==> src/rtl/scope_config.svh <==
`ifndef SCOPE_CONFIG_SVH
`define SCOPE_CONFIG_SVH

//////////////////////////////////////////////////
// raster geometry
//////////////////////////////////////////////////

// visible columns, also the number of stored trace columns
`define SCOPE_H_ACTIVE 800
`define SCOPE_V_ACTIVE 480
`define SCOPE_POS_WIDTH 10

//////////////////////////////////////////////////
// sample and trace widths
//////////////////////////////////////////////////

`define SCOPE_SAMPLE_WIDTH 12
// only the top bits of each sample end up on screen
`define SCOPE_TRACE_WIDTH 8

//////////////////////////////////////////////////
// scope window layout
//////////////////////////////////////////////////

`define SCOPE_WINDOW_TOP 224
`define SCOPE_CH0_BASE 224
`define SCOPE_CH1_BASE 256
`define SCOPE_CH2_BASE 288
`define SCOPE_CH3_BASE 320

// vertical line every 64 columns, horizontal line every 32 rows
`define SCOPE_GRID_COL_BITS 6
`define SCOPE_GRID_ROW_BITS 5

// address register plus memory read
`define SCOPE_BUFFER_LATENCY 2

`endif

==> src/rtl/scope_pkg.sv <==
`include "scope_config.svh"

`default_nettype none

package scope_pkg;

	//////////////////////////////////////////////////
	// raster and sample types
	//////////////////////////////////////////////////

	typedef struct packed {
		logic [`SCOPE_POS_WIDTH-1:0] x;
		logic [`SCOPE_POS_WIDTH-1:0] y;
	} pixel_pos_t;

	// ch[0] sits in the low bits
	typedef struct packed {
		logic [3:0][`SCOPE_SAMPLE_WIDTH-1:0] ch;
	} sample_set_t;

	//////////////////////////////////////////////////
	// trace column types
	//////////////////////////////////////////////////

	typedef struct packed {
		logic [`SCOPE_TRACE_WIDTH-1:0] max;
		logic [`SCOPE_TRACE_WIDTH-1:0] min;
	} channel_range_t;

	// one buffer column, all four channels
	typedef struct packed {
		channel_range_t [3:0] ch;
	} trace_column_t;

	typedef struct packed {
		logic [7:0] red;
		logic [7:0] green;
		logic [7:0] blue;
	} rgb_t;

	localparam rgb_t RGB_BLACK = 24'h000000;
	localparam rgb_t RGB_WHITE = 24'hffffff;
	localparam rgb_t RGB_RED = 24'hff0000;
	localparam rgb_t RGB_GREEN = 24'h00ff00;
	localparam rgb_t RGB_BLUE = 24'h0000ff;
	localparam rgb_t RGB_GREY = 24'h808080;

endpackage

`default_nettype wire

==> src/rtl/raster_tracker.sv <==
`include "scope_config.svh"

`default_nettype none

module raster_tracker (
	input wire clk,
	input wire reset,
	input wire blank,
	input wire vsync,
	output scope_pkg::pixel_pos_t pos,
	output logic active,
	output logic frame_start,
	output logic frame_end
);

	logic blank_d;
	logic vsync_d;
	logic [`SCOPE_POS_WIDTH-1:0] x_cnt;
	logic [`SCOPE_POS_WIDTH-1:0] y_cnt;

	// x_cnt is the index of the pixel arriving in this cycle
	always_ff @(posedge clk) begin
		if (reset) begin
			blank_d <= 1'b1;
			vsync_d <= 1'b0;
			x_cnt <= '0;
			y_cnt <= '0;
		end else begin
			blank_d <= blank;
			vsync_d <= vsync;
			x_cnt <= blank ? '0 : x_cnt + 1'b1;
			// new line on each rising edge of blank
			if (vsync)
				y_cnt <= '0;
			else if (blank && !blank_d)
				y_cnt <= y_cnt + 1'b1;
		end
	end

	always_ff @(posedge clk) begin
		if (reset) begin
			pos <= '0;
			active <= 1'b0;
			frame_start <= 1'b0;
			frame_end <= 1'b0;
		end else begin
			pos.x <= x_cnt;
			pos.y <= y_cnt;
			active <= !blank && (y_cnt < `SCOPE_POS_WIDTH'(`SCOPE_V_ACTIVE));
			frame_start <= vsync && !vsync_d;
			frame_end <= !vsync && vsync_d;
		end
	end

endmodule

`default_nettype wire

==> config.mk <==
export PLATFORM = sky130hd
export DESIGN_NAME = raster_tracker
export DESIGN_NICKNAME = d
export VERILOG_FILES = /design/src/rtl/scope_pkg.sv /design/src/rtl/raster_tracker.sv
export VERILOG_INCLUDE_DIRS = /design/src /design/src/rtl
export SDC_FILE = /design/constraint.sdc
export NUM_CORES = 1
export LEC_CHECK = 0
export ABC_CLOCK_PERIOD_IN_PS = 1400
export BUFFER_PORTS_ARGS = -buffer_cell sky130_fd_sc_hd__buf_2
export CORE_ASPECT_RATIO = 0.7
export CORE_MARGIN = 2
export CORE_UTILIZATION = 48
export CTS_CLUSTER_SIZE = 14
export DETAILED_ROUTE_END_ITERATION = 6
export MAX_ROUTING_LAYER = met4
export PLACE_DENSITY = 0.72
export SLEW_MARGIN = 40
export SYNTH_ARGS = -nofsm -noshare
export SYNTH_HDL_FRONTEND = slang
export SYNTH_SLANG_ARGS = --single-unit
==> constraint.sdc <==
create_clock -name clk -period 1.4 [get_ports clk]
set_input_delay 0.35 -clock clk [delete_from_list [all_inputs] [get_ports clk]]
set_output_delay 0.35 -clock clk [all_outputs]
set_load 0.01 [all_outputs]
[After elaboration in Yosys (flattened, before gate mapping)]
Cells that the tools add are included.
Word-level totals
  register bits after elaboration: 45
  input port bits: 4
  output and inout port bits: 23
Operators by class
  add/sub/neg operators: 2
  order comparisons: 1
  reduce and logical (&&, ||, !) cells: 10
Operators with widths (count)
  adder 10 x 1 -> 10 bit, second input constant: 2
  less-than comparator 10 x 9 -> 1 bit, second input constant: 1
  logical AND 1 bit: 4
  logical NOT 1 bit: 4
  OR reduction 2 bit: 2

[Longest topological paths before layout]
  depth after elaboration: 2
  depth in mapped cells: 4
  mapped depth without buffers: 4

[Least setup slack after synthesis]
Ideal clock, no wire load.
  kind: register to register
  from: register y_cnt[0]
  to: register y_cnt[8]
  setup time: 70 ps
  arrival: 1263 ps
  slack: 67 ps
  stages on the path, launching flop included: 5
  cells stage by stage: dfxtp_1 > ha_1 > nand3b_2 > or4_1 > a21oi_1
On the way
  word-level cells in the longest chain between the ends: 1
Ends and longest elaborated chain
  start, declared: RTL line raster_tracker.sv:19  | logic [`SCOPE_POS_WIDTH-1:0] y_cnt;
  start signal, assigned: RTL line raster_tracker.sv:36  | y_cnt <= y_cnt + 1'b1;
  adder 10 x 1 -> 10 bit: RTL line raster_tracker.sv:36
No other way between the ends.
A chain may end at the register's enable or synchronous reset.

[Worst setup path after layout]
  from: register y_cnt[4]
  to: register y_cnt[7]
The elaborated chain is that of the path after synthesis.

==> results by group <==
Synth
  – Number of warning messages in the yosys log: 0
  – Cell area after synthesis: 1550 µm²
  – Number of instances in the synthesized netlist: 152
  – Synthesized net count: 158
  – Area share of the leading cell type in the synthesized netlist: 58.0%
  – Count of cell types in the netlist: 31
  – Asr flop ratio synth: 0%
  – Sequential cell area fraction in the yosys report: 58.0%
  – Post-synthesis sequential element count: 45
  – Dominant cell type by area after synthesis: dfxtp_1
  – Leading post-synthesis cells by cell area: dfxtp_1, nor2b_1, a21oi_1
  – Avg Cell Area, Syn: 10.2 µm²
  – Ys flop type: dfxtp_1
  – Count of flip-flops with a built-in enable after synthesis: 0

Routing
  – WL final: 2900 µm
  – DRC violation count after routing: 0
  – Overall via count from detail_route: 1168
  – Detailed-router iteration count before antenna repair: 4
  – Detailed-route vias per instance: 5.15
  – Wirelength per Cell: 12.8 µm
  – Number of DRC markers after the initial detailed-route iteration: 57
  – Antenna-violating nets left: 0

Worst setup path
  – WS Path Type: reg2reg
  – WP buf/inv: 0
  – Crit path max fanout: 7
  – Arrival @ worst endpoint: 1560 ps
  – Crit-path slowest cell: or4_1
  – Worst Reg2Reg Path Length in Cells: 3
  – Crit path required time: 1630 ps
  – Critical path cell sequence: nand3_2, or4_1, a21oi_1
  – Critical path depth in cells: 3
  – Slowest cell delay on critical path: 530 ps
  – Kind of launch point of the worst setup path: flip-flop
  – Cell type group with the largest total delay on the critical path: simple AND/OR/NAND/NOR gates
  – Critical Path Sink Type: flip-flop

Global routing
  – Largest net degree at the start of global routing: 18
  – Total gr overflow: 0
  – Antenna violations before repair: 0
  – Number of global-route vias before repair: 1049
  – Combined global-route utilization of all metal layers: 17.8%
  – First-pass GRT wire length: 4750 µm

Pwr
  – Overall power: 0.00209 W
  – Worst IR Drop VDD: 0.000697 V
  – Pwr dens: 1120 nW/µm²
  – Cell leakage power: 0.750 nW

Die
  – Total die area: 3720 µm²
  – Floorplan core area: 3130 µm²
  – Number of placed I/O pins: 27
  – Standard-cell rows: 17
  – Die W: 72.0 µm
  – Vertical extent of the die: 51.6 µm
  – Effective utilization at floorplan: 49.7%

Cells and area
  – Post-route design area: 1860 µm²
  – Antenna diode count: 0
  – Number of nets in the finished design: 196
  – Share of final-layout standard cells stronger than drive strength 1: 28.0%
  – Layout Utilization: 59.6%
  – Area delta synth->final: 20.0%

Clock network
  – Root buf cell: clkbuf_8
  – Clock tree from TritonCTS: done
  – Clk buf depth: 2
  – TritonCTS buffer count: 5
  – Number of clock sinks: 45
  – Insertion delay to the later sink of the worst-skew pair: 290 ps
  – Clock-pin slew on the worst setup and hold paths: 70 ps
  – H-tree level count: 2

Min path
  – Class of the tightest hold or removal check: in2reg
  – Cell depth of the worst min-delay path: 2

Placement
  – Placer's final routability congestion estimate: 0.816
  – Detailed Place HPWL: 1990 µm
  – Number of input and output port buffers inserted: 26
  – Total placed instance area: 1760 µm²

Timing
  – Post-Route Skew: 4.89 ps
  – Unrepaired setup endpoints after global routing: no
  – Tcrit/Tclk final: 95.3%
  – Highest Clock Rate: 0.750 GHz
  – Final TNS setup: 0 ps
  – Worst rel slew slack: 79.8%
  – Hold violation count in the final report: 0
  – Final critical-path required period: 1330 ps
  – Worst-Margin Slew: 303 ps
  – Final setup viols: 0
  – Final slew viol count: 0

Outcome
  – Outcome: complete, no violations

Job
  – Max Cap Violations: 0
per-stage QoR:
stage               worst slack [ps]  std cells  hold WS, ps
finish                          66.0        227          351
global route                   0.704        227          354
CTS                             2.98        224          341
detailed placement              35.8        218          399
global placement                62.2        218          395
floorplan                       66.9        152          383
cells in the final DEF (no fill, tap or decap), types with 3 or more instances in the layout:
cell type / Yosys / layout
dfxtp_2: 0 / 6
nor2_1: 9 / 9
inv_1: 3 / 3
nor2b_1: 19 / 19
o31ai_1: 5 / 5
dfxtp_1: 45 / 39
nand3_1: 7 / 7
xnor2_1: 3 / 3
or3_1: 5 / 5
o21ai_0: 5 / 5
clkbuf_8: 0 / 5
a21oi_1: 11 / 11
buf_2: 0 / 26
buf_4: 0 / 8
nand2_1: 6 / 6
and2_1: 3 / 3
or4_1: 5 / 5
sequential cells by signal, indices dropped and copies added (netlist names):
signal	cells
active	1
blank_d	1
frame_end	1
frame_start	1
pos	20
vsync_d	1
x_cnt	10
y_cnt	10
cells by family after synthesis:
group,Yosys count,share of synthesized area (%)
AND/OR/NAND/NOR,69,26.6
flip-flops,45,58.0
AO/OA/AOI/OAI,23,8.53
buffers and inverters,7,1.85
XOR/XNOR,5,2.82
adder cells (fa/ha/maj),2,1.61
multiplexers,1,0.644
repair_timing:
item                                    in CTS  in global routing
hold buffers                                 0                  0
setup buffers                                0                  3
endpoints found under the setup margin       0                  7
gates resized for setup                      0                  7
cells in the mapped netlist, types with 2 or more instances:
cell type  count
dfxtp_1       45
nor2b_1       19
a21oi_1       11
nor2_1         9
nand3_1        7
nand2_1        6
o21ai_0        5
o31ai_1        5
or3_1          5
or4_1          5
and2_1         3
clkbuf_1       3
inv_1          3
xnor2_1        3
ha_1           2
nand3_2        2
nand4_1        2
nor3_1         2
o21a_1         2
xor2_1         2
cell type report:
cell class | instances | area [µm²]
fillers | 287 | 1260
flip-flops and latches | 45 | 908
multi-input cells | 100 | 627
repair buffers | 34 | 190
clock buffers | 5 | 68.8
well taps | 38 | 47.5
inverters | 4 | 17.5
clock inverters | 1 | 5.00
worst paths after layout:
check / startpoint / to / slack [ps]
worst max-delay path: y_cnt[4]$_SDFFE_PP0P_ / y_cnt[7]$_SDFFE_PP0P_ / 70
worst min-delay path: vsync / vsync_d$_SDFF_PP0_ / 350
worst max register to register: y_cnt[4]$_SDFFE_PP0P_ / y_cnt[7]$_SDFFE_PP0P_ / 70
worst min register to register: vsync_d$_SDFF_PP0_ / frame_start$_SDFF_PP0_ / 420
power by group:
part           internal [W]  total (W)  switching, W  leakage [nW]
logic             0.0000229  0.0000623     0.0000394         0.343
registers           0.00129    0.00130    0.00000731         0.367
clock network      0.000328   0.000727      0.000399        0.0399
total               0.00164    0.00209      0.000445         0.750
per-layer routing:
metal | routed length (µm) | GRT usage (%) | vias to the layer above
li1 | - | - | 597
met1 | 1440 | 22.1 | 524
met2 | 1200 | 25.5 | 39
met3 | 198 | 6.01 | 8
met5 | 0 | - | -
met4 | 57 | 10.4 | 0
worst register-to-register path: stages, from the launching register on:
cell	delay, ps
dfxtp_1	430
nand3_2	170
or4_1	530
a21oi_1	140
Power figures use the tool's default switching activity.
