[config.mk]
export PLATFORM = sky130hd
export DESIGN_NAME = range_tracker
export DESIGN_NICKNAME = d
export VERILOG_FILES = /design/src/rtl/scope_pkg.sv /design/src/rtl/range_tracker.sv
export VERILOG_INCLUDE_DIRS = /design/src /design/src/rtl
export SDC_FILE = /design/constraint.sdc
export NUM_CORES = 1
export LEC_CHECK = 0
export ABC_AREA = 1
export BUFFER_PORTS_ARGS = -buffer_cell sky130_fd_sc_hd__buf_2
export CAP_MARGIN = 20
export CORE_MARGIN = 2
export CORE_UTILIZATION = 35
export DETAILED_ROUTE_END_ITERATION = 10
export PLACE_DENSITY = 0.57
export SLEW_MARGIN = 40
export SYNTH_ARGS = -nofsm -noshare
export SYNTH_HDL_FRONTEND = slang
export SYNTH_SLANG_ARGS = --single-unit
[constraint.sdc]
create_clock -name clk -period 1.85 [get_ports clk]
set_input_delay 0.2775 -clock clk [delete_from_list [all_inputs] [get_ports clk]]
set_output_delay 0.2775 -clock clk [all_outputs]
set_load 0.01 [all_outputs]
[src/rtl/scope_config.svh]
`ifndef SCOPE_CONFIG_SVH
`define SCOPE_CONFIG_SVH

//////////////////////////////////////////////////
// raster geometry
//////////////////////////////////////////////////

// visible columns, also the number of stored trace columns
`define SCOPE_H_ACTIVE 800
`define SCOPE_V_ACTIVE 480
`define SCOPE_POS_WIDTH 10

//////////////////////////////////////////////////
// sample and trace widths
//////////////////////////////////////////////////

`define SCOPE_SAMPLE_WIDTH 12
// only the top bits of each sample end up on screen
`define SCOPE_TRACE_WIDTH 8

//////////////////////////////////////////////////
// scope window layout
//////////////////////////////////////////////////

`define SCOPE_WINDOW_TOP 224
`define SCOPE_CH0_BASE 224
`define SCOPE_CH1_BASE 256
`define SCOPE_CH2_BASE 288
`define SCOPE_CH3_BASE 320

// vertical line every 64 columns, horizontal line every 32 rows
`define SCOPE_GRID_COL_BITS 6
`define SCOPE_GRID_ROW_BITS 5

// address register plus memory read
`define SCOPE_BUFFER_LATENCY 2

`endif

[src/rtl/scope_pkg.sv]
`include "scope_config.svh"

`default_nettype none

package scope_pkg;

	//////////////////////////////////////////////////
	// raster and sample types
	//////////////////////////////////////////////////

	typedef struct packed {
		logic [`SCOPE_POS_WIDTH-1:0] x;
		logic [`SCOPE_POS_WIDTH-1:0] y;
	} pixel_pos_t;

	// ch[0] sits in the low bits
	typedef struct packed {
		logic [3:0][`SCOPE_SAMPLE_WIDTH-1:0] ch;
	} sample_set_t;

	//////////////////////////////////////////////////
	// trace column types
	//////////////////////////////////////////////////

	typedef struct packed {
		logic [`SCOPE_TRACE_WIDTH-1:0] max;
		logic [`SCOPE_TRACE_WIDTH-1:0] min;
	} channel_range_t;

	// one buffer column, all four channels
	typedef struct packed {
		channel_range_t [3:0] ch;
	} trace_column_t;

	typedef struct packed {
		logic [7:0] red;
		logic [7:0] green;
		logic [7:0] blue;
	} rgb_t;

	localparam rgb_t RGB_BLACK = 24'h000000;
	localparam rgb_t RGB_WHITE = 24'hffffff;
	localparam rgb_t RGB_RED = 24'hff0000;
	localparam rgb_t RGB_GREEN = 24'h00ff00;
	localparam rgb_t RGB_BLUE = 24'h0000ff;
	localparam rgb_t RGB_GREY = 24'h808080;

endpackage

`default_nettype wire

[src/rtl/range_tracker.sv]
`include "scope_config.svh"

`default_nettype none

module range_tracker (
	input wire clk,
	input wire reset,
	input wire sample_valid,
	input wire frame_start,
	input wire scope_pkg::sample_set_t samples,
	output scope_pkg::trace_column_t ranges
);

	localparam int SW = `SCOPE_SAMPLE_WIDTH;
	localparam int TW = `SCOPE_TRACE_WIDTH;

	logic [3:0][SW-1:0] run_min;
	logic [3:0][SW-1:0] run_max;
	// no sample seen since the last frame start
	logic empty;

	//////////////////////////////////////////////////
	// running min/max at full sample rate
	//////////////////////////////////////////////////

	always_ff @(posedge clk) begin
		if (sample_valid) begin
			for (int n = 0; n < 4; n++) begin
				if (empty || frame_start) begin
					run_min[n] <= samples.ch[n];
					run_max[n] <= samples.ch[n];
				end else begin
					if (samples.ch[n] < run_min[n])
						run_min[n] <= samples.ch[n];
					if (samples.ch[n] > run_max[n])
						run_max[n] <= samples.ch[n];
				end
			end
		end
	end

	//////////////////////////////////////////////////
	// frame latch
	//////////////////////////////////////////////////

	always_ff @(posedge clk) begin
		if (reset) begin
			empty <= 1'b1;
			ranges <= '0;
		end else if (frame_start) begin
			// an empty frame keeps the previous column
			if (!empty) begin
				for (int n = 0; n < 4; n++) begin
					ranges.ch[n].min <= run_min[n][SW-1 -: TW];
					ranges.ch[n].max <= run_max[n][SW-1 -: TW];
				end
			end
			empty <= !sample_valid;
		end else if (sample_valid) begin
			empty <= 1'b0;
		end
	end

endmodule

`default_nettype wire

* Word-level counts from Yosys, hierarchy flattened
Cells that the tools add are included.
** Word-level totals
- Register bits :: 161
- Bits of input ports :: 52
- Output and inout bits :: 64
- Logic and storage cells :: 64
** Cells by class
- Magnitude comparators :: 8
- Muxes and demuxes :: 18
- Bitwise gates (word level) :: 1
- Reduce and logical (&&, ||, !) cells :: 20
** Operator list (count)
- 12-bit 2-to-1 mux :: 16
- 12-bit > comparator :: 4
- 12-bit less-than comparator :: 4
- 2-bit AND reduction :: 9
- 2-bit nonzero test :: 9
- 1-bit 2-to-1 mux :: 2
- 1-bit logical NOT :: 1
- 1-bit logical OR :: 1
- 1-bit NOT :: 1

* Logic depth before layout (Yosys ltp)
- Depth after elaboration :: 3
- Gate-level depth with buffers :: 11
- Depth with buffers taken out :: 11

* Least setup slack after synthesis
No wires, ideal clock.
- Path type :: register to register
- From :: register run_max[35] (netlist name)
- To :: register run_max[24] (netlist name), enable pin
- Library setup time :: 385 ps
- Arrival time :: 1688 ps
- Required time :: 1465 ps
- Setup slack :: -222 ps
- Stages on the path, launching flop included :: 11
- Buffers on the path :: 0
- Period minus slack after synthesis :: 2072 ps
- Cells stage by stage :: edfxtp_1 -> inv_1 -> ha_1 -> nand2_1 -> inv_1 -> nand2_1 -> nor2_1 -> nand2_1 -> nand3_1 -> nand2_1 -> a21oi_1
** On the way
- Longest elaborated chain between the ends :: 3
** RTL lines
- start: declaration :: RTL line range_tracker.sv:18 : logic [3:0][SW-1:0] run_max;
- start signal: indexed assignment :: RTL line range_tracker.sv:31 : run_max[n] <= samples.ch[n];
- start signal: indexed assignment :: RTL line range_tracker.sv:36 : run_max[n] <= samples.ch[n];
- 12-bit > comparator :: RTL line range_tracker.sv:35 : if (samples.ch[n] > run_max[n])
- 2-bit nonzero test (no line)
- 2-bit AND reduction (no line)
No other way between the ends.
A chain may end at the register's enable or synchronous reset.

* Worst setup path in the final report
- From :: register run_min[7] (netlist name)
- To :: register run_min[7] (netlist name), enable pin
** On the way
- Longest elaborated chain between the ends :: 3
** RTL lines
- start: declaration :: RTL line range_tracker.sv:17 : logic [3:0][SW-1:0] run_min;
- start signal: indexed assignment :: RTL line range_tracker.sv:30 : run_min[n] <= samples.ch[n];
- start signal: indexed assignment :: RTL line range_tracker.sv:34 : run_min[n] <= samples.ch[n];
- 12-bit less-than comparator :: RTL line range_tracker.sv:33 : if (samples.ch[n] < run_min[n])
- 2-bit nonzero test (no line)
- 2-bit AND reduction (no line)
No other way between the ends.

==> results.json <==
{
  "outcome": "finished, final reports clean",
  "p_int_w": 0.006616,
  "cts.sinks": 161,
  "vias": 5476,
  "yosys_warnings": 0,
  "area_growth_pct": 32.37,
  "clockBufferDepth": 2,
  "setup_viol_count_final": 0,
  "slew_viol_final": 0,
  "p_comb_share_pct": 15.0,
  "pwr-share-clk_pct": 38.3,
  "holdPathEnd": "empty",
  "grt_usage_pct": 14.81,
  "syn_inst": 745,
  "io_pins": 116,
  "synth-seq-area-share_pct": 55.57,
  "avgSynthCellArea_sq_um": 10.11,
  "fin_util_pct": 47.26,
  "rrSetupSlack_ps": 60,
  "worstPathArrival_ps": 1930,
  "hold_viol_final": 0,
  "wl_met3_um": 679,
  "rows": 53,
  "nets": 1045,
  "wl_per_cell_um": 14.46,
  "n_antenna_cell": 0,
  "die_w_um": 150.7,
  "required_ps": 1990,
  "rsz0062_at_grt": "yes",
  "dpl_worst_slack_ps": -83.91,
  "drc": 0,
  "max_freq_mhz": 559.0,
  "die_area_sq_um": 22700,
  "powerDensity_nw_per_um2": 886.4,
  "crit_path_end_kind": "flop",
  "wl_met1_um": 8084,
  "rr_worst_depth": 10,
  "postRouteAntennaNets": 0,
  "grt_overflow_total": 0,
  "cp_max_fo": 6,
  "start_util_pct": 35.71,
  "holdCritStartpoint": "sample_valid",
  "antenna_found_initial": 0,
  "grt_pass1_wl_um": 25830,
  "power_switching_w": 0.002219,
  "drtPass1Iterations": 4,
  "ctsHoldBuffers": 0,
  "ys_types": 18,
  "drive_gt1_share_pct": 34.35,
  "portBuffers": 115,
  "p_total_w": 0.008834,
  "fin_crit_ps": 1789,
  "place_area_sq_um": 8631,
  "path_clk_slew_ps": 70,
  "wl_met2_um": 8236,
  "swShare_pct": 25.11,
  "htreeDepth": 4,
  "hold_path.class": "input pin to flop",
  "irDropWorstVdd_uv": 634.1,
  "synth-seq-cells": 161,
  "gp_congestion": 0.7515,
  "tightest_slew_ps": 929.3,
  "netlist_area_sq_um": 7530,
  "tns_ps": 0,
  "cts_tree": "done",
  "reg2reg_to": "run_min[7]",
  "clkLatencyLatePin_ps": 420,
  "worstReg2RegStart": "run_min[7]",
  "via_per_inst": 4.606,
  "start_kind": "flop",
  "worst_slack_ps": 61.23,
  "period_share_pct": 96.69,
  "grt_pass1_vias": 4985,
  "finClkSkew_ps": 12.03,
  "critPathKind": "flop to flop",
  "p_leak_nw": 4.608,
  "max_cap_viol_count": 0,
  "syn_nets": 889,
  "stdcell_area_sq_um": 9967,
  "cts_made_buffers": 17,
  "drt_iter0_markers": 176,
  "hold_path_depth": 2,
  "dr.max_layer_used": "met4",
  "max-slew-margin-rel_pct": 37.98,
  "p_seq_share_pct": 46.7,
  "dp_hpwl_um": 11700,
  "cts_root_buffer": "clkbuf_16",
  "core_sq_um": 21090,
  "grt_max_degree": 66,
  "die_h_um": 150.7,
  "wl_um": 17190
}
cells in the final DEF (no fill, tap or decap), types with 2 or more instances in the layout:
cell         n
buf_12       6
nand2_1     92
nand2_2     16
dfxtp_1     65
nor2_2       4
nor2_1      16
inv_2       52
clkbuf_8     2
inv_1       88
buf_6       14
nand3_1      9
clkbuf_16   19
a21oi_4      7
o21ai_0      9
clkinv_2     2
buf_4       22
buf_2      115
a21oi_1     87
clkbuf_1     7
a21oi_2     10
a21o_1       4
ha_4        35
ha_1        57
nand3_2      4
edfxtp_1    96
nor2_4       2
nand4_1     11
o21ai_1     59
how the worst max path moves through the flow:
stage	start	end	slack [ps]	cells after the start
finish	run_min[7]	run_min[7]	60	10
global placement	samples[23]	run_min[16]	-70	8
global route	run_min[10]	run_min[7]	-100	8
floorplan	run_min[11]	run_min[0]	60	7
CTS	run_min[23]	run_min[19]	2	8
detailed placement	samples[23]	run_min[17]	-80	8
Yosys cell counts:
cell,count,area [sq um]
a21o_1,4,30.03
a21oi_1,104,520.5
buf_2,11,55.05
buf_4,3,22.52
buf_6,6,67.56
clkbuf_1,1,3.750
dfxtp_1,65,1301
edfxtp_1,96,2883
ha_1,92,1151
inv_1,126,473.0
inv_2,14,52.55
nand2_1,108,405.4
nand3_1,13,65.06
nand4_1,11,68.82
nor2_1,21,78.83
nor2_2,1,6.260
o21ai_0,9,45.04
o21ai_1,60,300.3
power groups by stage:
stage	clock (W)	combinational, W	sequential [W]
after floorplan	0	0.000631	0.00422
after global placement	0	0.00109	0.00418
after detailed placement	0	0.00110	0.00419
after CTS	0.00347	0.00112	0.00411
after global routing	0.00360	0.00151	0.00414
final	0.00339	0.00133	0.00412
flip-flops by register name, indices dropped and copies added, names as in the netlist:
name,cells
empty,1
run_max,48
ranges,64
run_min,48
final cells by class:
type | instances | area, sq um
repair buffers | 158 | 1044
fillers | 1987 | 11120
inverters | 140 | 525.5
clock inverters | 5 | 53.80
flip-flops and latches | 161 | 4184
clock buffers | 27 | 504.2
multi-input cells | 423 | 3312
well taps | 275 | 344.1
kinds of logic after synthesis:
family	after synthesis	synth area share [%]
compound gates	177	11.90
buf+inv	161	8.956
flops	161	55.57
simple gates	154	8.292
fa+ha+maj	92	15.29
worst max-delay path, cell delays in order (launching register included):
cell and delay [ps]:
edfxtp_1 380, inv_2 90, ha_4 210, nand2_2 60
inv_2 40, nand2_2 50, a21oi_2 50, nor2_1 100
nand2_1 90, a21oi_4 230, clkbuf_16 210
stage by stage:
| stage | instances | hold slack [ps] |
|---|---|---|
| after global placement | 1139 | 474.4 |
| after floorplan | 745 | 376.4 |
| final | 1189 | 48.09 |
| after CTS | 1171 | 28.46 |
| after detailed placement | 1139 | 483.1 |
| after global routing | 1189 | 33.68 |
per-layer routing:
| layer | track usage (%) | vias to the layer above |
|---|---|---|
| li1 | - | 2827 |
| met1 | 20.07 | 2536 |
| met2 | 23.59 | 98 |
| met3 | 3.394 | 15 |
| met4 | 4.626 | 0 |
| met5 | 0 | - |
what timing repair did:
item	in CTS	in global routing
setup buffers	0	17
endpoints found under the setup margin	15	96
pin swaps	0	37
resized for setup	3	122
cloned	0	1
No activity file was read; power rests on OpenSTA's default activity.
