### src/rtl/scope_config.svh
`ifndef SCOPE_CONFIG_SVH
`define SCOPE_CONFIG_SVH

//////////////////////////////////////////////////
// raster geometry
//////////////////////////////////////////////////

// visible columns, also the number of stored trace columns
`define SCOPE_H_ACTIVE 800
`define SCOPE_V_ACTIVE 480
`define SCOPE_POS_WIDTH 10

//////////////////////////////////////////////////
// sample and trace widths
//////////////////////////////////////////////////

`define SCOPE_SAMPLE_WIDTH 12
// only the top bits of each sample end up on screen
`define SCOPE_TRACE_WIDTH 8

//////////////////////////////////////////////////
// scope window layout
//////////////////////////////////////////////////

`define SCOPE_WINDOW_TOP 224
`define SCOPE_CH0_BASE 224
`define SCOPE_CH1_BASE 256
`define SCOPE_CH2_BASE 288
`define SCOPE_CH3_BASE 320

// vertical line every 64 columns, horizontal line every 32 rows
`define SCOPE_GRID_COL_BITS 6
`define SCOPE_GRID_ROW_BITS 5

// address register plus memory read
`define SCOPE_BUFFER_LATENCY 2

`endif

### src/rtl/scope_pkg.sv
`include "scope_config.svh"

`default_nettype none

package scope_pkg;

	//////////////////////////////////////////////////
	// raster and sample types
	//////////////////////////////////////////////////

	typedef struct packed {
		logic [`SCOPE_POS_WIDTH-1:0] x;
		logic [`SCOPE_POS_WIDTH-1:0] y;
	} pixel_pos_t;

	// ch[0] sits in the low bits
	typedef struct packed {
		logic [3:0][`SCOPE_SAMPLE_WIDTH-1:0] ch;
	} sample_set_t;

	//////////////////////////////////////////////////
	// trace column types
	//////////////////////////////////////////////////

	typedef struct packed {
		logic [`SCOPE_TRACE_WIDTH-1:0] max;
		logic [`SCOPE_TRACE_WIDTH-1:0] min;
	} channel_range_t;

	// one buffer column, all four channels
	typedef struct packed {
		channel_range_t [3:0] ch;
	} trace_column_t;

	typedef struct packed {
		logic [7:0] red;
		logic [7:0] green;
		logic [7:0] blue;
	} rgb_t;

	localparam rgb_t RGB_BLACK = 24'h000000;
	localparam rgb_t RGB_WHITE = 24'hffffff;
	localparam rgb_t RGB_RED = 24'hff0000;
	localparam rgb_t RGB_GREEN = 24'h00ff00;
	localparam rgb_t RGB_BLUE = 24'h0000ff;
	localparam rgb_t RGB_GREY = 24'h808080;

endpackage

`default_nettype wire

### src/rtl/trace_renderer.sv
`include "scope_config.svh"

`default_nettype none

module trace_renderer (
	input wire clk,
	input wire reset,
	input wire active,
	input wire scope_pkg::pixel_pos_t pos,
	input wire scope_pkg::trace_column_t column,
	output scope_pkg::rgb_t rgb
);

	localparam int PW = `SCOPE_POS_WIDTH;
	localparam int LAT = `SCOPE_BUFFER_LATENCY;
	localparam logic [3:0][PW-1:0] CH_BASE = {
		PW'(`SCOPE_CH3_BASE),
		PW'(`SCOPE_CH2_BASE),
		PW'(`SCOPE_CH1_BASE),
		PW'(`SCOPE_CH0_BASE)
	};

	scope_pkg::pixel_pos_t pos_pipe [LAT];
	logic [LAT-1:0] active_pipe;
	scope_pkg::pixel_pos_t pos_d;
	logic active_d;
	logic in_window;
	logic [3:0] band_lit;
	logic grid_lit;

	// true when y falls inside the channel band
	function automatic logic band_hit(
		input logic [PW-1:0] y,
		input logic [PW-1:0] base,
		input scope_pkg::channel_range_t r
	);
		logic [PW:0] offset;
		offset = {1'b0, y} - {1'b0, base};
		return !offset[PW] && (offset[PW-1:0] >= PW'(r.min))
			&& (offset[PW-1:0] <= PW'(r.max));
	endfunction

	//////////////////////////////////////////////////
	// align position with the buffer read
	//////////////////////////////////////////////////

	always_ff @(posedge clk) begin
		pos_pipe[0] <= pos;
		for (int i = 1; i < LAT; i++)
			pos_pipe[i] <= pos_pipe[i-1];
	end

	always_ff @(posedge clk) begin
		if (reset) begin
			active_pipe <= '0;
		end else begin
			active_pipe[0] <= active;
			for (int i = 1; i < LAT; i++)
				active_pipe[i] <= active_pipe[i-1];
		end
	end

	assign pos_d = pos_pipe[LAT-1];
	assign active_d = active_pipe[LAT-1];
	assign in_window = active_d && (pos_d.y >= PW'(`SCOPE_WINDOW_TOP));

	//////////////////////////////////////////////////
	// pixel decisions
	//////////////////////////////////////////////////

	always_ff @(posedge clk) begin
		if (reset) begin
			band_lit <= '0;
			grid_lit <= 1'b0;
		end else begin
			for (int n = 0; n < 4; n++)
				band_lit[n] <= in_window && band_hit(pos_d.y, CH_BASE[n], column.ch[n]);
			grid_lit <= in_window
				&& ((&pos_d.x[`SCOPE_GRID_COL_BITS-1:0])
				|| (pos_d.y[`SCOPE_GRID_ROW_BITS-1:0] == '0));
		end
	end

	// lower channel number wins, grid sits behind every band
	always_comb begin
		if (band_lit[0])
			rgb = scope_pkg::RGB_WHITE;
		else if (band_lit[1])
			rgb = scope_pkg::RGB_RED;
		else if (band_lit[2])
			rgb = scope_pkg::RGB_GREEN;
		else if (band_lit[3])
			rgb = scope_pkg::RGB_BLUE;
		else if (grid_lit)
			rgb = scope_pkg::RGB_GREY;
		else
			rgb = scope_pkg::RGB_BLACK;
	end

endmodule

`default_nettype wire

### config.mk
export PLATFORM = sky130hd
export DESIGN_NAME = trace_renderer
export DESIGN_NICKNAME = d
export VERILOG_FILES = /design/src/rtl/scope_pkg.sv /design/src/rtl/trace_renderer.sv
export VERILOG_INCLUDE_DIRS = /design/src /design/src/rtl
export SDC_FILE = /design/constraint.sdc
export NUM_CORES = 1
export LEC_CHECK = 0
export BUFFER_PORTS_ARGS = -buffer_cell sky130_fd_sc_hd__buf_2
export CAP_MARGIN = 20
export CORE_ASPECT_RATIO = 1.5
export CORE_UTILIZATION = 44
export DETAILED_ROUTE_END_ITERATION = 16
export GPL_TIMING_DRIVEN = 0
export PLACE_DENSITY_LB_ADDON = 0.3
export SETUP_SLACK_MARGIN = 0.1
export SLEW_MARGIN = 40
export SYNTH_ARGS = -nofsm -noshare
export SYNTH_HDL_FRONTEND = slang
export SYNTH_SLANG_ARGS = --single-unit
### constraint.sdc
create_clock -name clk -period 2.2 [get_ports clk]
set_clock_uncertainty 0.2 [all_clocks]
set_input_delay 0.66 -clock clk [delete_from_list [all_inputs] [get_ports clk]]
set_output_delay 0.66 -clock clk [all_outputs]
set_load 0.03 [all_outputs]
Word-level counts from Yosys, hierarchy flattened --
Memory sizes are Yosys's and may differ from the RTL's. Cells that the tools add are included.
Storage, ports and cells: word-level logic and storage cells 43, memories 1, output and inout bits 24, bits in writable memories 40, flip-flop bits (word level) 7, input port bits 87
Memories:
- pos_pipe | depth 2, bits a word 20, rd ports 2, clocked after memory_dff 0, write ports 2, line trace_renderer.sv:23 | scope_pkg::pixel_pos_t pos_pipe [LAT];
Cells by class: magnitude comparators 9, reduce and logical (&&, ||, !) cells 21, muxes and demuxes 5, add/sub/neg operators 4
Operators with widths (count):
- 24-bit 2-to-1 mux | 5
- 10-bit by 8-bit greater-or-equal comparator with 1-bit output | 4
- 10-bit by 8-bit <= comparator with 1-bit output | 4
- 10-bit by 9-bit subtractor with 11-bit output, second input constant | 3
- 1-bit logical AND | 14
- 10-bit by 8-bit subtractor with 11-bit output, second input constant | 1
- 10-bit by 8-bit greater-or-equal comparator with 1-bit output, second input constant | 1
- 6-bit AND reduction | 1
- 5-bit logical NOT | 1
- 1-bit logical NOT | 4
- 1-bit logical OR | 1

Logic depth before layout (Yosys ltp) --
Gate-level depths: netlist of the first run.
depth after elaboration 5, gate-level depth with buffers 9, gate-level depth less buffers 8

Worst setup path before layout of the first run --
No wires, ideal clock.
kind register to register, start point mem pos_pipe[0][27] (netlist bit), end point reg band_lit[3], required time 1.908 ns, slack -0.016 ns, setup time 0.092 ns, buffers on the path 1, data arrival time 1.924 ns, cell stages (with the launch flop) 10, clock period less this slack 2.216 ns, cells stage by stage dfxtp_1 > clkbuf_1 > inv_1 > ha_1 > inv_1 > ha_1 > a211oi_1 > o21ai_0 > o21a_1 > nor4_1
RTL lines:
- start, declared | line trace_renderer.sv:23
- end signal, assigned by index | line trace_renderer.sv:77 | band_lit[n] <= in_window && band_hit(pos_d.y, CH_BASE[n], column.ch[n]);
- end, declared | line trace_renderer.sv:28 | logic [3:0] band_lit;

==> flow_metrics.tcl, run 1 <==
set metrics [dict create \
    run_status "finished clean" \
    timing.critical_path.to_type "primary output" \
    total_routed_length_um 6760 \
    grt_max_degree 15 \
    globalRouteOverflowTotal 0 \
    report.final.setup_viol 0 \
    fraction_of_the_cycle_the_final_worst_path_needs 0.966 \
    via_per_inst 4.93 \
    final.hold.worst_slack_ps 125 \
    clk_latency_ps 280 \
    fmax_ghz 0.471 \
    synth_top_cell_by_area "sky130_fd_sc_hd__ha_1" \
    cts-htree-levels 2 \
    hold_violations 0 \
    area_of_the_multi_input_gates_um2 1870 \
    synth_cell_types 36 \
    postSynth.topFlopCell "sky130_fd_sc_hd__dfxtp_1" \
    final-seq-area_um2 797 \
    nNetsFinal 609 \
    actual_slew_at_the_worst_max_slew_pin_ps 510 \
    power.ir.vdd_worst_mv 0.576 \
    dr.pass1.iters 6 \
    port_buffers 106 \
    synth.top_cells.by_area "sky130_fd_sc_hd__ha_1 30%, sky130_fd_sc_hd__dfxtp_1 27%, sky130_fd_sc_hd__inv_1 9.0%" \
    synthesis.instances 323 \
    setup_total_negative_slack_ps 0 \
    critPathLaunchType "flop" \
    fp.dieW_um 67.9 \
    worstPathMaxFanout 8 \
    detail_route.iter0.violations 43 \
    worst_slew_margin_rel 0.660 \
    r2r_setup_slack_ps 110 \
    asyncSetResetFlopFracSynth 0 \
    globalRouteTotalUtil 0.206 \
    post_placement_setup_slack_ps -345 \
    worst_hold_path.num_cells 0 \
    routabilityCongestion 0.888 \
    dieHeight_um 101 \
    core_um2 6220 \
    die_area_um2 6840 \
    finalMaxSlewViolations 0 \
    worst_hold_path_type "flop to flop" \
    critical_path_required_ps 1340 \
    synth-edff-count 0 \
    post_synth.cell_area_avg_um2 8.86 \
    routed_via_count 2605 \
    placementRows 35 \
    crit_path_dat_ps 1260 \
    synth_warnings 0 \
    synth_fp_nets 479 \
    area.growth.synth_to_final_pct 43.3 \
    clk_root_buffer_cell "sky130_fd_sc_hd__clkbuf_8" \
    yosys.area.top_type_share 0.302 \
    cts.sinks 39 \
    timing.critical_path.slowest_cell_delay_ps 340 \
    seq_area_frac_synth 0.273 \
    cts_tree "yes" \
    synth_area_um2 2860 \
    worst-setup-path-type "flop to primary output" \
    start_util 0.460 \
    ctsLongestPathBuffers 2 \
    cts_buffers 5 \
    first_global_vias 2598 \
    first_pass_grt_wire_length_um 10600 \
    power.static_leakage_nw 2.18 \
    route.detailed.drc 0 \
    final_core_utilization 0.660 \
    filler_cell_count 537 \
    n_antenna_cell 0 \
    place_inst 503 \
    final_period_minus_worst_setup_slack_ps 2120 \
    synth.ff_latch_count 39 \
    dpl.hpwl_um 5080 \
    max-cap-violations 0 \
    post-route-worst-setup-slack_ps 75.2 \
    wl_per_cell_um 12.8 \
    critical_path_cell_sequence "nor2_1, a21o_2, o21bai_1, buf_4" \
    grt_antenna_before_repair 0 \
    rsz0062_at_grt "true" \
    power.density_cell_area_nw_per_um2 436 \
    ratio_of_cells_with_drive_above_1_in_the_final_layout 0.419 \
    slowest_stage "sky130_fd_sc_hd__dfxtp_2" \
    worst-r2r-cell-count 9 \
    pin_count 111 \
    clk_transition_reported_paths_ps 80 \
    synth.top_cells.by_count "69 x sky130_fd_sc_hd__ha_1, 69 x sky130_fd_sc_hd__inv_1, 39 x sky130_fd_sc_hd__dfxtp_1" \
    layoutNonFillerInstCount 528 \
    final_antenna_net_count 0 \
]
[cell type report]
cell class,count,share of cell area
Multi-Input combinational cell,194,0.456
Sequential cell,39,0.194
Timing Repair Buffer,123,0.193
Inverter,69,0.0650
Buffer,21,0.0458
Tap cell,74,0.0226
Clock buffer,5,0.0168
Clock inverter,3,0.00580
[registers in the layout, summed over array words and instances, names as in the netlist]
signal and count:
active_pipe 2, band_lit 4, grid_lit 1, pos_pipe 32
[final timing paths]
| check | endpoint | from |
|---|---|---|
| min | pos_pipe[0][21] | pos_pipe[0][1] |
| max reg2reg | band_lit[2] | pos_pipe[0][25] |
| max | rgb[7] | band_lit[2] |
| min reg2reg | pos_pipe[0][21] | pos_pipe[0][1] |
[metal layers]
layer  routed length (um)  share of wire  up-vias  GRT usage
li1                     -              -     1356          -
met1                 2620           0.39     1159      0.210
met2                 3760           0.56       76      0.401
met3                  254          0.038       14     0.0305
met4                  131          0.019        0     0.0769
met5                    0              0        -          0
[cells by family after synthesis]
group / share of synthesized area
adder cells (fa/ha/maj): 0.302
AND/OR/NAND/NOR: 0.0878
flip-flops: 0.273
AO/OA/AOI/OAI: 0.181
buffers and inverters: 0.145
XOR/XNOR: 0.0122
[worst max-delay path, delay by kind of cell, from the launching register on]
kind / cells / cell delay [ps]
flops: 1 / 340
compound gates: 2 / 340
buf+inv: 1 / 180
simple gates: 1 / 120
[stage by stage]
stage	power, mW	area [um^2]
CTS	1.75	3890
detailed placement	1.21	3500
global route	1.91	4100
global placement	1.19	3500
floorplan	1.06	2880
finish	1.79	4100
[repair_timing]
action,4_1_cts,5_1_grt
gates cloned,0,0
gates resized for setup,57,47
setup endpoints to repair,24,27
pin swaps,19,8
hold buffers,0,0
setup buffers,14,3
[power by group]
group	internal, mW	total, mW	switching [mW]
clock	0.226	0.467	0.241
sequential	0.738	0.766	0.0276
combinational	0.290	0.554	0.264
total	1.25	1.79	0.533
[placed cells by master, fill, tap and decap left out, types with 6 or more instances in the layout]
cell type / synthesis / routed
sky130_fd_sc_hd__o21ai_0: 11 / 7
sky130_fd_sc_hd__nand2b_1: 7 / 7
sky130_fd_sc_hd__a21oi_1: 17 / 16
sky130_fd_sc_hd__buf_6: 1 / 29
sky130_fd_sc_hd__clkbuf_8: 0 / 6
sky130_fd_sc_hd__nor2_1: 7 / 7
sky130_fd_sc_hd__dfxtp_1: 39 / 32
sky130_fd_sc_hd__inv_1: 69 / 63
sky130_fd_sc_hd__o21a_1: 9 / 9
sky130_fd_sc_hd__ha_4: 0 / 6
sky130_fd_sc_hd__ha_1: 69 / 63
sky130_fd_sc_hd__nand2_1: 13 / 13
sky130_fd_sc_hd__buf_4: 18 / 28
sky130_fd_sc_hd__nand4_1: 7 / 7
sky130_fd_sc_hd__buf_2: 0 / 85
(Power assumes the default switching activity.)
==> run 2: changes to the inputs <==
- ABC_AREA: unset -> 1
==> run 2 against run 1 <==
  * Routed wire length fell by 5.3%
  * Power fell by 4.6%
  * Register-to-register slack improved by 30 ps
  * Clock power rose by 5.6%
  * Core utilization fell by 7.2 points
  * First-iteration DRC count rose by 42%
  * Die area rose by 5.7%
  * Non-clock buffer count fell by 16
==> flow_metrics.tcl, run 2 <==
set metrics [dict create \
    register_containing_the_most_flip_flops_in_the_final_layout "pos_pipe" \
    power.ir.vdd_worst_mv 0.444 \
    synth-edff-count 0 \
    synth_cell_types 28 \
    routabilityCongestion 0.842 \
    max-cap-violations 0 \
    first_pass_grt_wire_length_um 11000 \
    cp_top_family "buffers and inverters" \
    final_antenna_net_count 0 \
    dr.pass1.iters 4 \
    port_buffers 106 \
    worstPathMaxFanout 7 \
    hold_path_startpoint "pos_pipe[0][4]" \
    dieHeight_um 104 \
    filler_cell_count 619 \
    synth_area_um2 3030 \
    clk_latency_ps 290 \
    cts.sinks 39 \
    worst_hold_path.num_cells 0 \
    report.final.setup_viol 0 \
    final_cell_mix "100 x sky130_fd_sc_hd__buf_2, 91 x sky130_fd_sc_hd__inv_1, 81 x sky130_fd_sc_hd__nand2_1" \
    first_global_vias 2679 \
    slowest_stage "sky130_fd_sc_hd__dfxtp_2" \
    cts-htree-levels 2 \
    hold_violations 0 \
    postSynth.topFlopCell "sky130_fd_sc_hd__dfxtp_1" \
    post_synth.cell_area_avg_um2 7.35 \
    finalMaxSlewViolations 0 \
    start_util 0.461 \
    reg_top3 "pos_pipe (32), band_lit (4), active_pipe (2)" \
    cts_buffers 5 \
    fp.dieW_um 69.7 \
    globalRouteOverflowTotal 0 \
    timing.critical_path.to_type "primary output" \
    pin_count 111 \
    routed_via_count 2755 \
    worst_hold_path_type "flop to flop" \
    synth_fp_nets 568 \
    dpl.hpwl_um 5210 \
    largest_register_ffs 32 \
    r2r_setup_slack_ps 140 \
    fmax_ghz 0.469 \
    synth.top_cells.by_area "sky130_fd_sc_hd__ha_1 29%, sky130_fd_sc_hd__dfxtp_1 26%, sky130_fd_sc_hd__inv_1 12%" \
    via_per_inst 4.55 \
    critical_path_required_ps 1340 \
    seq_area_frac_synth 0.258 \
    crit_path_dat_ps 1270 \
    run_status "finished clean" \
    n_antenna_cell 0 \
    asyncSetResetFlopFracSynth 0 \
    critPathLaunchType "flop" \
    synth_warnings 0 \
    final_period_minus_worst_setup_slack_ps 2130 \
    worst-setup-path-type "flop to primary output" \
    fraction_of_the_cycle_the_final_worst_path_needs 0.968 \
    power.density_cell_area_nw_per_um2 441 \
    synth.ff_latch_count 39 \
    grt_antenna_before_repair 0 \
    timing.critical_path.slowest_cell_delay_ps 330 \
    layoutNonFillerInstCount 606 \
    synthesis.instances 412 \
    critPathBufInv 3 \
    final.hold.worst_slack_ps 124 \
    place_inst 594 \
    die_area_um2 7230 \
    critical_path_cell_sequence "inv_4, nand2_2, o21ai_4, buf_4, buf_6" \
    synthMostInstantiatedCell "sky130_fd_sc_hd__inv_1" \
    r2r_start "pos_pipe[0][25]" \
    wl_per_cell_um 10.6 \
    ctsLongestPathBuffers 2 \
    detail_route.iter0.violations 61 \
    synth.top_cells.by_count "97 x sky130_fd_sc_hd__inv_1, 83 x sky130_fd_sc_hd__nand2_1, 69 x sky130_fd_sc_hd__ha_1" \
    clk_root_buffer_cell "sky130_fd_sc_hd__clkbuf_8" \
    nNetsFinal 685 \
    clk_transition_reported_paths_ps 90 \
    rsz0062_at_grt "true" \
    ratio_of_cells_with_drive_above_1_in_the_final_layout 0.298 \
    synth_top_cell_by_area "sky130_fd_sc_hd__ha_1" \
    worst-r2r-cell-count 9 \
    area.growth.synth_to_final_pct 27.5 \
    postPlaceCellArea_um2 3660 \
    layout_commonest_cell "sky130_fd_sc_hd__buf_2" \
    globalRouteTotalUtil 0.188 \
    route.detailed.drc 0 \
    grt_max_degree 15 \
    placementRows 36 \
    r2r_end "band_lit[0]" \
    total_power_mw 1.71 \
    yosys.area.top_type_share 0.285 \
    hold-path-endpoint "pos_pipe[0][24]" \
    worst_slew_margin_rel 0.681 \
    post-route-cell-area_um2 3860 \
    actual_slew_at_the_worst_max_slew_pin_ps 479 \
    total_routed_length_um 6400 \
    core_um2 6580 \
    cts_tree "yes" \
    power.static_leakage_nw 2.38 \
    postCtsHoldBufs 0 \
]
run 2: what timing repair did:
| item | in CTS | in global routing |
|---|---|---|
| setup buffers | 2 | 2 |
| pin swaps | 1 | 1 |
| gates resized for setup | 24 | 7 |
| endpoints found under the setup margin | 16 | 16 |
run 2: final cells by class:
class | count | area (um^2) | area share
plain buffers | 18 | 146 | 0.0379
clock buffers | 5 | 68.8 | 0.0178
clock inverters | 3 | 23.8 | 0.00615
inverters | 99 | 378 | 0.0978
multi-input cells | 256 | 1760 | 0.457
flip-flops and latches | 39 | 788 | 0.204
well taps | 76 | 95.1 | 0.0246
repair buffers | 110 | 598 | 0.155
run 2: worst max-delay path by stage:
stage / startpoint / to / slack [ps] / cells after the start
2_1_floorplan: band_lit[1] / rgb[7] / 210 / 3
3_3_place_gp: pos_pipe[0][25] / band_lit[0] / -160 / 9
3_5_place_dp: pos_pipe[0][25] / band_lit[0] / -210 / 9
4_1_cts: band_lit[1] / rgb[1] / 50 / 5
5_1_grt: pos_pipe[0][25] / band_lit[0] / -20 / 9
6_report: band_lit[1] / rgb[6] / 70 / 5
run 2: worst register-to-register path, cell delays in order (launching register included):
cell and delay [ps]:
sky130_fd_sc_hd__dfxtp_4 420, sky130_fd_sc_hd__clkinvlp_4 110, sky130_fd_sc_hd__ha_1 340, sky130_fd_sc_hd__ha_1 290, sky130_fd_sc_hd__nand2_1 80, sky130_fd_sc_hd__nor4_2 290
sky130_fd_sc_hd__nand2_1 70, sky130_fd_sc_hd__nand3_1 90, sky130_fd_sc_hd__nand2_1 70, sky130_fd_sc_hd__inv_1 50
run 2: power by group:
| part | total, mW | internal (mW) | switching, mW |
|---|---|---|---|
| Sequential | 0.770 | 0.739 | 0.0315 |
| Combinational | 0.442 | 0.206 | 0.236 |
| Clock | 0.493 | 0.227 | 0.266 |
run 2: cell families (layout without fill, tap and decap cells):
group,count (synthesis),count (layout),synth area share
compound gates,44,44,0.0884
xor+xnor,3,3,0.00868
fa+ha+maj,69,69,0.285
buf+inv,117,235,0.167
flops,39,39,0.258
simple gates,140,140,0.193
run 2: through the flow:
stage	TNS (ps)	util	setup WS, ps
global placement	-156	0.556	-156
floorplan	0	-	213
detailed placement	-276	0.556	-213
CTS	0	0.582	50.6
global route	-19.6	0.587	-16.1
finish	0	0.587	69.6
run 2: layer usage:
metal | up-vias | share of wire | wire (um) | global-route usage
li1 | 1513 | - | - | -
met1 | 1168 | 0.40 | 2570 | 0.191
met2 | 68 | 0.54 | 3490 | 0.381
met3 | 6 | 0.041 | 260 | 0.0195
met4 | 0 | 0.012 | 80 | 0.0643
met5 | - | 0 | 0 | 0
==> run 3: changes to the inputs <==
--- a/config.mk
+++ b/config.mk
@@ -14,5 +14,5 @@
 export DETAILED_ROUTE_END_ITERATION = 16
 export GPL_TIMING_DRIVEN = 0
-export PLACE_DENSITY_LB_ADDON = 0.3
+export PLACE_DENSITY = 0.72
 export SETUP_SLACK_MARGIN = 0.1
 export SLEW_MARGIN = 40
==> constraint.sdc (replaced) <==
create_clock -name clk -period 2.2 [get_ports clk]
set_clock_uncertainty 0.2 [all_clocks]
set_input_delay 0.11 -clock clk [delete_from_list [all_inputs] [get_ports clk]]
set_output_delay 0.11 -clock clk [all_outputs]
set_load 0.03 [all_outputs]
==> run 3 against run 2 <==
  * Power grew 1.8%
  * Flip-flop and latch count did not move
  * Register-to-register slack better by 20 ps
  * Sequential share of layout area is 0.59 points lower
  * Global-route usage grew 0.053 points
  * Setup slack improved by 86 ps
  * Combinational power rose by 5.7%
  * Clock power rose by 1%
  * Critical path depth rose by 4
  * Routed wire length up 1.8%
  * Core utilization is 1.7 points higher
==> flow_metrics.tcl, run 3 (synthesis results as in run 2) <==
set metrics [dict create \
    run_status "finished clean" \
    dr.pass1.iters 4 \
    nNetsFinal 700 \
    power.ir.vdd_worst_mv 0.545 \
    worst_hold_path_type "input port to flop" \
    r2r_end "band_lit[0]" \
    route.detailed.drc 0 \
    routed-wl-met2_um 3580 \
    placementRows 36 \
    worst_slew_margin_rel 0.688 \
    hold_violations 0 \
    cts-htree-levels 2 \
    actual_slew_at_the_worst_max_slew_pin_ps 468 \
    power.static_leakage_nw 2.44 \
    clk_transition_reported_paths_ps 80 \
    fraction_of_the_cycle_the_final_worst_path_needs 0.929 \
    maxUsedRoutingLayer "met4" \
    first_global_vias 2777 \
    r2r_setup_slack_ps 160 \
    wl_met3_um 278 \
    cts.sinks 39 \
    cts_buffers 5 \
    final_antenna_net_count 0 \
    power.density_cell_area_nw_per_um2 437 \
    port_buffers 106 \
    setup_total_negative_slack_ps 0 \
    ctsLongestPathBuffers 2 \
    met1_length_um 2510 \
    max-cap-violations 0 \
    wl_per_cell_um 10.5 \
    globalRouteOverflowTotal 0 \
    via_per_inst 4.67 \
    core_um2 6580 \
    register_containing_the_most_flip_flops_in_the_final_layout "pos_pipe" \
    critPathLaunch "pos_pipe[0][25]" \
    worst-r2r-cell-count 9 \
    dpl.hpwl_um 5350 \
    crit_path_dat_ps 2090 \
    final_cell_mix "106 x sky130_fd_sc_hd__buf_2, 96 x sky130_fd_sc_hd__inv_1, 83 x sky130_fd_sc_hd__nand2_1" \
    worst-setup-path-type "flop to flop" \
    final_core_utilization 0.604 \
    rsz0062_at_grt "true" \
    finalMaxSlewViolations 0 \
    critical_path_required_ps 2250 \
    final.hold.worst_slack_ps 94.0 \
    largest_register_ffs 32 \
    pin_count 111 \
    start_util 0.461 \
    clk_root_buffer_cell "sky130_fd_sc_hd__clkbuf_8" \
    layoutNonFillerInstCount 621 \
    first_pass_grt_wire_length_um 11200 \
    crit_path_end "band_lit[0]" \
    ratio_of_cells_with_drive_above_1_in_the_final_layout 0.272 \
    globalRouteTotalUtil 0.188 \
    layout_commonest_cell "sky130_fd_sc_hd__buf_2" \
    routed_via_count 2899 \
    place_inst 594 \
    report.final.setup_viol 0 \
    routabilityCongestion 0.857 \
    fmax_ghz 0.489 \
    worstPathMaxFanout 9 \
    final_period_minus_worst_setup_slack_ps 2040 \
    area.growth.synth_to_final_pct 31.1 \
    reg_top3 "pos_pipe (32), band_lit (4), active_pipe (2)" \
    die_area_um2 7230 \
    dieHeight_um 104 \
    fp.dieW_um 69.7 \
    timing.critical_path.to_type "flop" \
    n_antenna_cell 0 \
    r2r_start "pos_pipe[0][25]" \
    worst_hold_path.num_cells 4 \
    cts_tree "yes" \
    detail_route.iter0.violations 62 \
    total_routed_length_um 6520 \
    grt_max_degree 15 \
    grt_antenna_before_repair 0 \
    total_power_mw 1.74 \
    clk_latency_ps 300 \
    critPathLaunchType "flop" \
]
==> run 3: changes by cell type in the layout (fill, tap and decap cells not counted), moves of 2 or more <==
cell / delta
sky130_fd_sc_hd__buf_2: +6
sky130_fd_sc_hd__buf_6: -9
sky130_fd_sc_hd__dlygate4sd3_1: +18
sky130_fd_sc_hd__inv_1: +5
sky130_fd_sc_hd__inv_2: -4
sky130_fd_sc_hd__nand2_1: +2
sky130_fd_sc_hd__nand2_2: -2
==> run 3: worst min path at each step <==
stage | from | endpoint | slack [ps]
after floorplan | pos[0] | pos_pipe[0][0] | -60
after global placement | pos[6] | pos_pipe[0][6] | 10
after detailed placement | pos[2] | pos_pipe[0][2] | 10
after CTS | column[40] | band_lit[2] | 100
after global routing | pos_pipe[0][14] | pos_pipe[0][34] | 140
final | column[40] | band_lit[2] | 90
==> run 3: area by class of cell <==
cell class | count | area (um^2)
Clock inverter | 3 | 23.8
Timing Repair Buffer | 125 | 718
Inverter | 99 | 375
Fill cell | 648 | 2610
Clock buffer | 5 | 68.8
Tap cell | 76 | 95.1
Multi-Input combinational cell | 256 | 1770
Buffer | 18 | 135
Sequential cell | 39 | 787
==> run 3: stage by stage <==
stage	setup slack [ps]	area, um^2
final	155	3970
after global routing	58.4	3970
after CTS	115	3950
after detailed placement	-161	3650
after global placement	-116	3650
after floorplan	152	3030
==> run 3: where the power goes <==
part,switching (mW),total [mW],internal [mW]
clock network,0.273,0.500,0.227
registers,0.0307,0.769,0.739
logic,0.242,0.467,0.226
==> run 3: worst max-delay path: stages, from the launching register on <==
cell,delay (ps)
sky130_fd_sc_hd__dfxtp_4,400
sky130_fd_sc_hd__ha_1,260
sky130_fd_sc_hd__xor2_2,160
sky130_fd_sc_hd__ha_1,300
sky130_fd_sc_hd__nand2_1,90
sky130_fd_sc_hd__nor4_2,290
sky130_fd_sc_hd__nand2_1,80
sky130_fd_sc_hd__nand3_1,90
sky130_fd_sc_hd__nand2_1,70
sky130_fd_sc_hd__inv_1,50
==> run 3: per-layer routing <==
| layer | vias up | GRT usage |
|---|---|---|
| li1 | 1541 | - |
| met1 | 1263 | 0.183 |
| met2 | 82 | 0.381 |
| met3 | 13 | 0.0233 |
| met4 | 0 | 0.0814 |
| met5 | - | 0 |
==> run 3: repair_timing <==
action                                  CTS  global route
endpoints found under the setup margin    2             8
hold buffers                             18             0
endpoints found under the hold margin    18             0
gates resized for setup                   4             5
buffers inserted                          0             1
cloned                                    0             0
